File: config.mk
export PLATFORM = sky130hd
export DESIGN_NAME = spectral_classifier
export DESIGN_NICKNAME = d
export VERILOG_FILES = /design/src/spectral_pkg.sv /design/src/classifier_cfg_regs.sv /design/src/bin_magnitude.sv /design/src/bin_highpass_mask.sv /design/src/threshold_detector.sv /design/src/spectral_classifier.sv
export SDC_FILE = /design/constraint.sdc
export NUM_CORES = 1
export LEC_CHECK = 0
export BUFFER_PORTS_ARGS = -buffer_cell sky130_fd_sc_hd__buf_2
export CORE_MARGIN = 2
export CORE_UTILIZATION = 55
export CTS_BUF_LIST = sky130_fd_sc_hd__clkbuf_2
export DETAILED_ROUTE_END_ITERATION = 10
export PLACE_DENSITY = 0.76
export SYNTH_ARGS = -nofsm -noshare
export SYNTH_HDL_FRONTEND = slang
export SYNTH_SLANG_ARGS = --single-unit
File: constraint.sdc
create_clock -name clk -period 11.07 [get_ports clk]
set_input_delay 0 -clock clk [delete_from_list [all_inputs] [get_ports clk]]
set_output_delay 0 -clock clk [all_outputs]
set_load 0.02 [all_outputs]
File: src/spectral_pkg.sv
// Spectral threshold detector shared definitions.
// Sizes of one spectrum frame and the vector types used across the design.

package spectral_pkg;

  // ####################
  // Frame geometry
  // ####################

  localparam int N_BINS      = 8;  // Spectrum bins in one frame.
  localparam int LOG2_N_BINS = 3;  // Shift amount that divides by N_BINS.

  // ####################
  // Data widths
  // ####################

  localparam int SAMPLE_W = 16;  // One signed real or imaginary part.
  // A magnitude needs one extra bit so that |-2^15| and the half-min term fit.
  localparam int MAG_W    = SAMPLE_W + 1;
  localparam int FREQ_W   = 16;  // Frequencies are in hertz units.

  // ####################
  // Vector types
  // ####################

  typedef logic signed [SAMPLE_W-1:0] sample_t;  // Real or imaginary part.
  typedef logic        [MAG_W-1:0]    mag_t;     // Bin magnitude or threshold.
  typedef logic        [FREQ_W-1:0]   freq_t;    // Sampling, cutoff or bin frequency.

endpackage

File: src/classifier_cfg_regs.sv
// Configuration registers of the spectral threshold detector.
// Each value loads on its valid strobe and clears to zero on reset.

module classifier_cfg_regs
  import spectral_pkg::*;
(
  input  logic  clk,
  input  logic  arst_n,

  input  logic  cutoff_freq_val,
  input  freq_t cutoff_freq_msg,
  input  logic  cutoff_mag_val,
  input  mag_t  cutoff_mag_msg,
  input  logic  sampling_freq_val,
  input  freq_t sampling_freq_msg,

  output freq_t cutoff_freq,
  output mag_t  cutoff_mag,
  output freq_t sampling_freq
);

  // A frame in the same cycle as a write still sees the old value.

  always_ff @(posedge clk or negedge arst_n) begin
    if (!arst_n) begin
      cutoff_freq <= '0;  // Zero cutoff lets every bin through.
    end else if (cutoff_freq_val) begin
      cutoff_freq <= cutoff_freq_msg;
    end
  end

  always_ff @(posedge clk or negedge arst_n) begin
    if (!arst_n) begin
      cutoff_mag <= '0;  // Zero threshold detects any nonzero bin.
    end else if (cutoff_mag_val) begin
      cutoff_mag <= cutoff_mag_msg;
    end
  end

  always_ff @(posedge clk or negedge arst_n) begin
    if (!arst_n) begin
      sampling_freq <= '0;
    end else if (sampling_freq_val) begin
      sampling_freq <= sampling_freq_msg;
    end
  end

endmodule

File: src/bin_magnitude.sv
// Per-bin magnitude estimate of a complex spectrum frame.
// Uses max(|re|,|im|) + min(|re|,|im|)/2, which stays within about 12% of the modulus.

module bin_magnitude
  import spectral_pkg::*;
(
  input  sample_t re      [N_BINS],
  input  sample_t im      [N_BINS],
  output mag_t    bin_mag [N_BINS]
);

  // Absolute value widened by one bit, so the most negative sample is safe.
  function automatic mag_t abs_wide(input sample_t s);
    logic signed [MAG_W-1:0] wide;
    wide = s;  // Sign extension to MAG_W bits.
    if (wide[MAG_W-1]) begin
      return mag_t'(-wide);
    end
    return mag_t'(wide);
  endfunction

  // ####################
  // Per-bin estimate
  // ####################

  for (genvar k = 0; k < N_BINS; k++) begin : g_bin
    mag_t abs_re;
    mag_t abs_im;
    mag_t big;
    mag_t smaller;

    assign abs_re = abs_wide(re[k]);
    assign abs_im = abs_wide(im[k]);

    assign big     = (abs_re >= abs_im) ? abs_re : abs_im;  // Larger component.
    assign smaller = (abs_re >= abs_im) ? abs_im : abs_re;  // Smaller component.

    // Half-min rounds down; the sum stays below 2^MAG_W.
    assign bin_mag[k] = big + (smaller >> 1);
  end

endmodule

File: src/bin_highpass_mask.sv
// High-pass mask over the spectrum bins.
// Bin k sits at k * fs / N_BINS and passes when it is at or above the cutoff.

module bin_highpass_mask
  import spectral_pkg::*;
(
  input  freq_t sampling_freq,
  input  freq_t cutoff_freq,
  output logic  bin_pass [N_BINS]
);

  // The product carries LOG2_N_BINS extra bits, because k is below N_BINS.
  logic [FREQ_W+LOG2_N_BINS-1:0] bin_prod [N_BINS];
  freq_t                         bin_freq [N_BINS];

  // ####################
  // Bin frequencies
  // ####################

  for (genvar k = 0; k < N_BINS; k++) begin : g_bin
    // Evaluated at the full product width, so nothing overflows.
    assign bin_prod[k] = LOG2_N_BINS'(k) * sampling_freq;

    // Division by N_BINS rounds down, and the result fits in FREQ_W bits.
    assign bin_freq[k] = freq_t'(bin_prod[k] >> LOG2_N_BINS);

    // A bin exactly on the cutoff is kept.
    assign bin_pass[k] = (bin_freq[k] >= cutoff_freq);
  end

endmodule

File: src/threshold_detector.sv
// Detection comparator of the spectral threshold detector.
// Flags a frame when any unmasked bin magnitude exceeds the threshold.

module threshold_detector
  import spectral_pkg::*;
(
  input  mag_t bin_mag  [N_BINS],
  input  logic bin_pass [N_BINS],
  input  mag_t cutoff_mag,
  output logic detect
);

  logic [N_BINS-1:0] bin_hit;  // One flag per bin above the threshold.

  // ####################
  // Per-bin compare
  // ####################

  for (genvar k = 0; k < N_BINS; k++) begin : g_bin
    // Strictly greater, so a magnitude equal to the threshold does not count.
    assign bin_hit[k] = bin_pass[k] && (bin_mag[k] > cutoff_mag);
  end

  assign detect = |bin_hit;  // Any hit in the frame raises the detection.

endmodule

File: src/spectral_classifier.sv
// Spectral threshold detector, top level.
// One combinational frame path with registered cutoff and sampling settings.

module spectral_classifier
  import spectral_pkg::*;
(
  input  logic    clk,
  input  logic    arst_n,

  output logic    recv_rdy,
  input  logic    recv_val,
  input  sample_t recv_re [N_BINS],
  input  sample_t recv_im [N_BINS],

  output logic    cutoff_freq_rdy,
  input  logic    cutoff_freq_val,
  input  freq_t   cutoff_freq_msg,

  output logic    cutoff_mag_rdy,
  input  logic    cutoff_mag_val,
  input  mag_t    cutoff_mag_msg,

  output logic    sampling_freq_rdy,
  input  logic    sampling_freq_val,
  input  freq_t   sampling_freq_msg,

  input  logic    send_rdy,
  output logic    send_val,
  output logic    send_msg
);

  freq_t cutoff_freq;
  mag_t  cutoff_mag;
  freq_t sampling_freq;
  mag_t  bin_mag  [N_BINS];
  logic  bin_pass [N_BINS];
  logic  detect;

  // ####################
  // Configuration
  // ####################

  classifier_cfg_regs u_cfg_regs (
    .clk               (clk),
    .arst_n            (arst_n),
    .cutoff_freq_val   (cutoff_freq_val),
    .cutoff_freq_msg   (cutoff_freq_msg),
    .cutoff_mag_val    (cutoff_mag_val),
    .cutoff_mag_msg    (cutoff_mag_msg),
    .sampling_freq_val (sampling_freq_val),
    .sampling_freq_msg (sampling_freq_msg),
    .cutoff_freq       (cutoff_freq),
    .cutoff_mag        (cutoff_mag),
    .sampling_freq     (sampling_freq)
  );

  // Registers accept a write in any cycle.
  assign cutoff_freq_rdy   = 1'b1;
  assign cutoff_mag_rdy    = 1'b1;
  assign sampling_freq_rdy = 1'b1;

  // ####################
  // Frame path
  // ####################

  bin_magnitude u_magnitude (
    .re      (recv_re),
    .im      (recv_im),
    .bin_mag (bin_mag)
  );

  bin_highpass_mask u_highpass (
    .sampling_freq (sampling_freq),
    .cutoff_freq   (cutoff_freq),
    .bin_pass      (bin_pass)
  );

  threshold_detector u_detector (
    .bin_mag    (bin_mag),
    .bin_pass   (bin_pass),
    .cutoff_mag (cutoff_mag),
    .detect     (detect)
  );

  // Nothing is stored, so frame and result move in the same cycle.
  assign send_msg = detect;
  assign send_val = recv_val;
  assign recv_rdy = send_rdy;  // Back-pressure goes straight to the source.

endmodule

==> flow_summary.json <==
{
  "hold_viol_final": 0,
  "min_path_cells": 0,
  "post_synth.cell_area_avg_sq_um": 7.947,
  "slowest_delay_ps": 830,
  "grt_pass1_wl_um": 106200,
  "gr-usage-all-layers": 0.2648,
  "cp-start-kind": "input pin",
  "tightest_slew_ps": 1083,
  "syn-cell-area_sq_um": 25300,
  "nFillCells": 4201,
  "ys.flop_type": "dfrtp_1",
  "synth-seq-area-share": 0.04846,
  "crit_start": "recv_re[49]",
  "row_count": 78,
  "place.gp.congestion": 0.9256,
  "synth_edf_count": 0,
  "fmaxAchievable_mhz": 120.5,
  "ys_seq_elements": 49,
  "crit_end": "send_msg",
  "postCtsSetupRepairBufs": 0,
  "synth-async-reset-ratio": 1.000,
  "drive_gt1_frac": 0.1084,
  "synthTopCellsByCount": "ha_1, mux2i_1, inv_1, nand2_1, xor2_1",
  "io_pins": 318,
  "setup_violations": 0,
  "cts_sinks": 49,
  "r2r-end": "u_cfg_regs.cutoff_mag[1]",
  "die_h_um": 218.5,
  "area_growth_pct": 13.55,
  "syn_inst": 3184,
  "synth-xor-area-share": 0.1160,
  "ys_warn_count": 0,
  "antenna_found_initial": 6,
  "fin_nets": 4504,
  "portBuffers": 310,
  "cts_made_buffers": 5,
  "rsz0062_at_grt": "no",
  "reg2reg_depth": 3,
  "muxShareOfSynthArea": 0.1169,
  "hold_buffers": 113,
  "cap_violations": 0,
  "synth_cell_types": 66,
  "cts_buffer_depth": 2,
  "cellLeakagePower_nw": 14.79,
  "grt_max_degree": 50,
  "skew_ps": 0,
  "cts_max_level": 2,
  "routed_wl_um": 65090,
  "reg2reg_from": "u_cfg_regs.cutoff_mag[1]",
  "status": "complete, no violations",
  "drtIter0Drc": 1264,
  "instances_no_fill": 4197,
  "fin_crit_sh": 0.7497,
  "vias": 24190,
  "grt_remaining_overflow": 0,
  "insertion_delay_ps": 510,
  "p_per_area_nw_per_um2": 129.3,
  "routed_via_density": 5.765,
  "placed_cells": 4068,
  "initial_utilization": 0.5575,
  "final-max-slew-violation-count": 0,
  "cts_tree": "built",
  "yosysMostFrequentCell": "ha_1",
  "ff2ff_setup_slack_ps": 9130,
  "end_kind": "output port",
  "cp_data_arrival_time_ps": 8300,
  "synth_top_family_by_area": "adder cells",
  "core_area_sq_um": 45380,
  "dr.pass1.iters": 5,
  "drc": 0,
  "clockRootBuffer": "clkbuf_2",
  "worst_ep_required_time_ps": 11070,
  "synth-simple-area-share": 0.1589,
  "min_period_ps": 8299,
  "synth_top_area_share": 0.2858,
  "cts_resized": 0,
  "crit_type": "in2out",
  "grt_pass1_vias": 22660,
  "synthAdderAreaFrac": 0.3064,
  "irDropWorstVdd_mv": 0.06844,
  "relSlewSlack": 0.2760,
  "hp-class": "in2out",
  "yosys.area.top_type": "ha_1",
  "ant_nets": 0,
  "fin_tns_setup_ps": 0,
  "hpwl_um": 53750,
  "wl_per_cell_um": 15.51,
  "die_w_um": 218.5,
  "synthTopCellsByArea": "ha_1, mux2i_1, xor2_1",
  "synth_compound_area_frac": 0.2047,
  "cpMaxStageDelayCell": "nor2_4",
  "die-area_sq_um": 47740,
  "crit_fanout": 33
}
==> cell usage in the layout, fill, tap and decap left out, types with 16 or more instances in the layout <==
cell type	count
a211oi_1	33
ha_1	578
a21oi_1	186
xor2_1	209
xnor2_1	126
o41ai_1	31
nor3_1	62
inv_1	254
mux2_2	28
nor4_1	19
conb_1	27
nand3_1	48
buf_2	310
nor2_1	132
nand4_1	45
o31ai_1	64
mux2i_1	264
dfrtp_1	49
or4_1	22
or3_1	29
nand2_1	244
a31oi_1	29
o21ai_0	199
nor2b_1	57
dlygate4sd3_1	113
or2_2	16
and4_1	17
and3_1	18
a21o_1	106
o211ai_1	19
o21a_1	26
nand2b_1	41
fa_1	26
==> cell families after synthesis <==
group | after synthesis
AO/OA/AOI/OAI | 798
AND/OR/NAND/NOR | 791
adder cells (fa/ha/maj) | 604
XOR/XNOR | 335
buffers and inverters | 313
multiplexers | 292
flip-flops | 49
other | 2
==> metal layers <==
metal | part of all wire | up-vias | global-route usage
met5 | 0 | - | 0
met4 | 0.019 | 0 | 0.05351
met3 | 0.049 | 68 | 0.02784
met2 | 0.45 | 466 | 0.4453
met1 | 0.48 | 11090 | 0.3648
li1 | - | 12570 | -
==> final cells by class <==
cell class                 count  area (sq um)  share of cell area
multi-input combinational   2847         22970              0.7995
timing repair buffer         431          2743             0.09546
sequential                    49          1226             0.04268
inverter                     254         953.4             0.03319
tap                          600         750.7             0.02613
clock inverter                 3         41.29            0.001437
clock buffer                   5         25.02           0.0008710
antenna                        8         20.02           0.0006968
==> through the flow <==
step / worst slack (ps) / hold WS [ps] / total power, mW / area, sq um / util
2_1_floorplan: 4231 / -295.6 / 2.828 / 25400 / -
3_3_place_gp: 3037 / 0.1367 / 3.453 / 27510 / 0.6063
3_5_place_dp: 2882 / 0.1367 / 3.517 / 27510 / 0.6063
4_1_cts: 2854 / 0.1367 / 3.693 / 28710 / 0.6326
5_1_grt: 2110 / 0.1451 / 4.200 / 28730 / 0.6330
6_report: 2771 / 0.02617 / 3.714 / 28730 / 0.6331
==> power by group <==
| group | switching, mW | total [mW] | internal, mW | leakage [nW] |
|---|---|---|---|---|
| Clock | 0.0739 | 0.111 | 0.0372 | 0.0367 |
| Sequential | 0.0327 | 0.228 | 0.195 | 0.590 |
| Combinational | 1.81 | 3.37 | 1.56 | 14.2 |
==> worst min path at each step <==
stage,start,end
6_report,send_rdy,recv_rdy
5_1_grt,recv_val,send_val
4_1_cts,send_rdy,recv_rdy
3_5_place_dp,send_rdy,recv_rdy
3_3_place_gp,send_rdy,recv_rdy
2_1_floorplan,arst_n,u_cfg_regs.cutoff_freq[0]
==> critical path: cells and delay by family <==
family,cells,cell delay (ps)
buffers and inverters,4,460
adder cells (fa/ha/maj),4,1030
multiplexers,1,200
AND/OR/NAND/NOR,8,3090
XOR/XNOR,2,410
AO/OA/AOI/OAI,16,3100
==> flip-flops by register name, indices dropped and copies added (netlist names) <==
register	cells
u_cfg_regs.cutoff_mag	17
u_cfg_regs.cutoff_freq	16
u_cfg_regs.sampling_freq	16
Note: power is estimated with default switching activity, not from simulation.
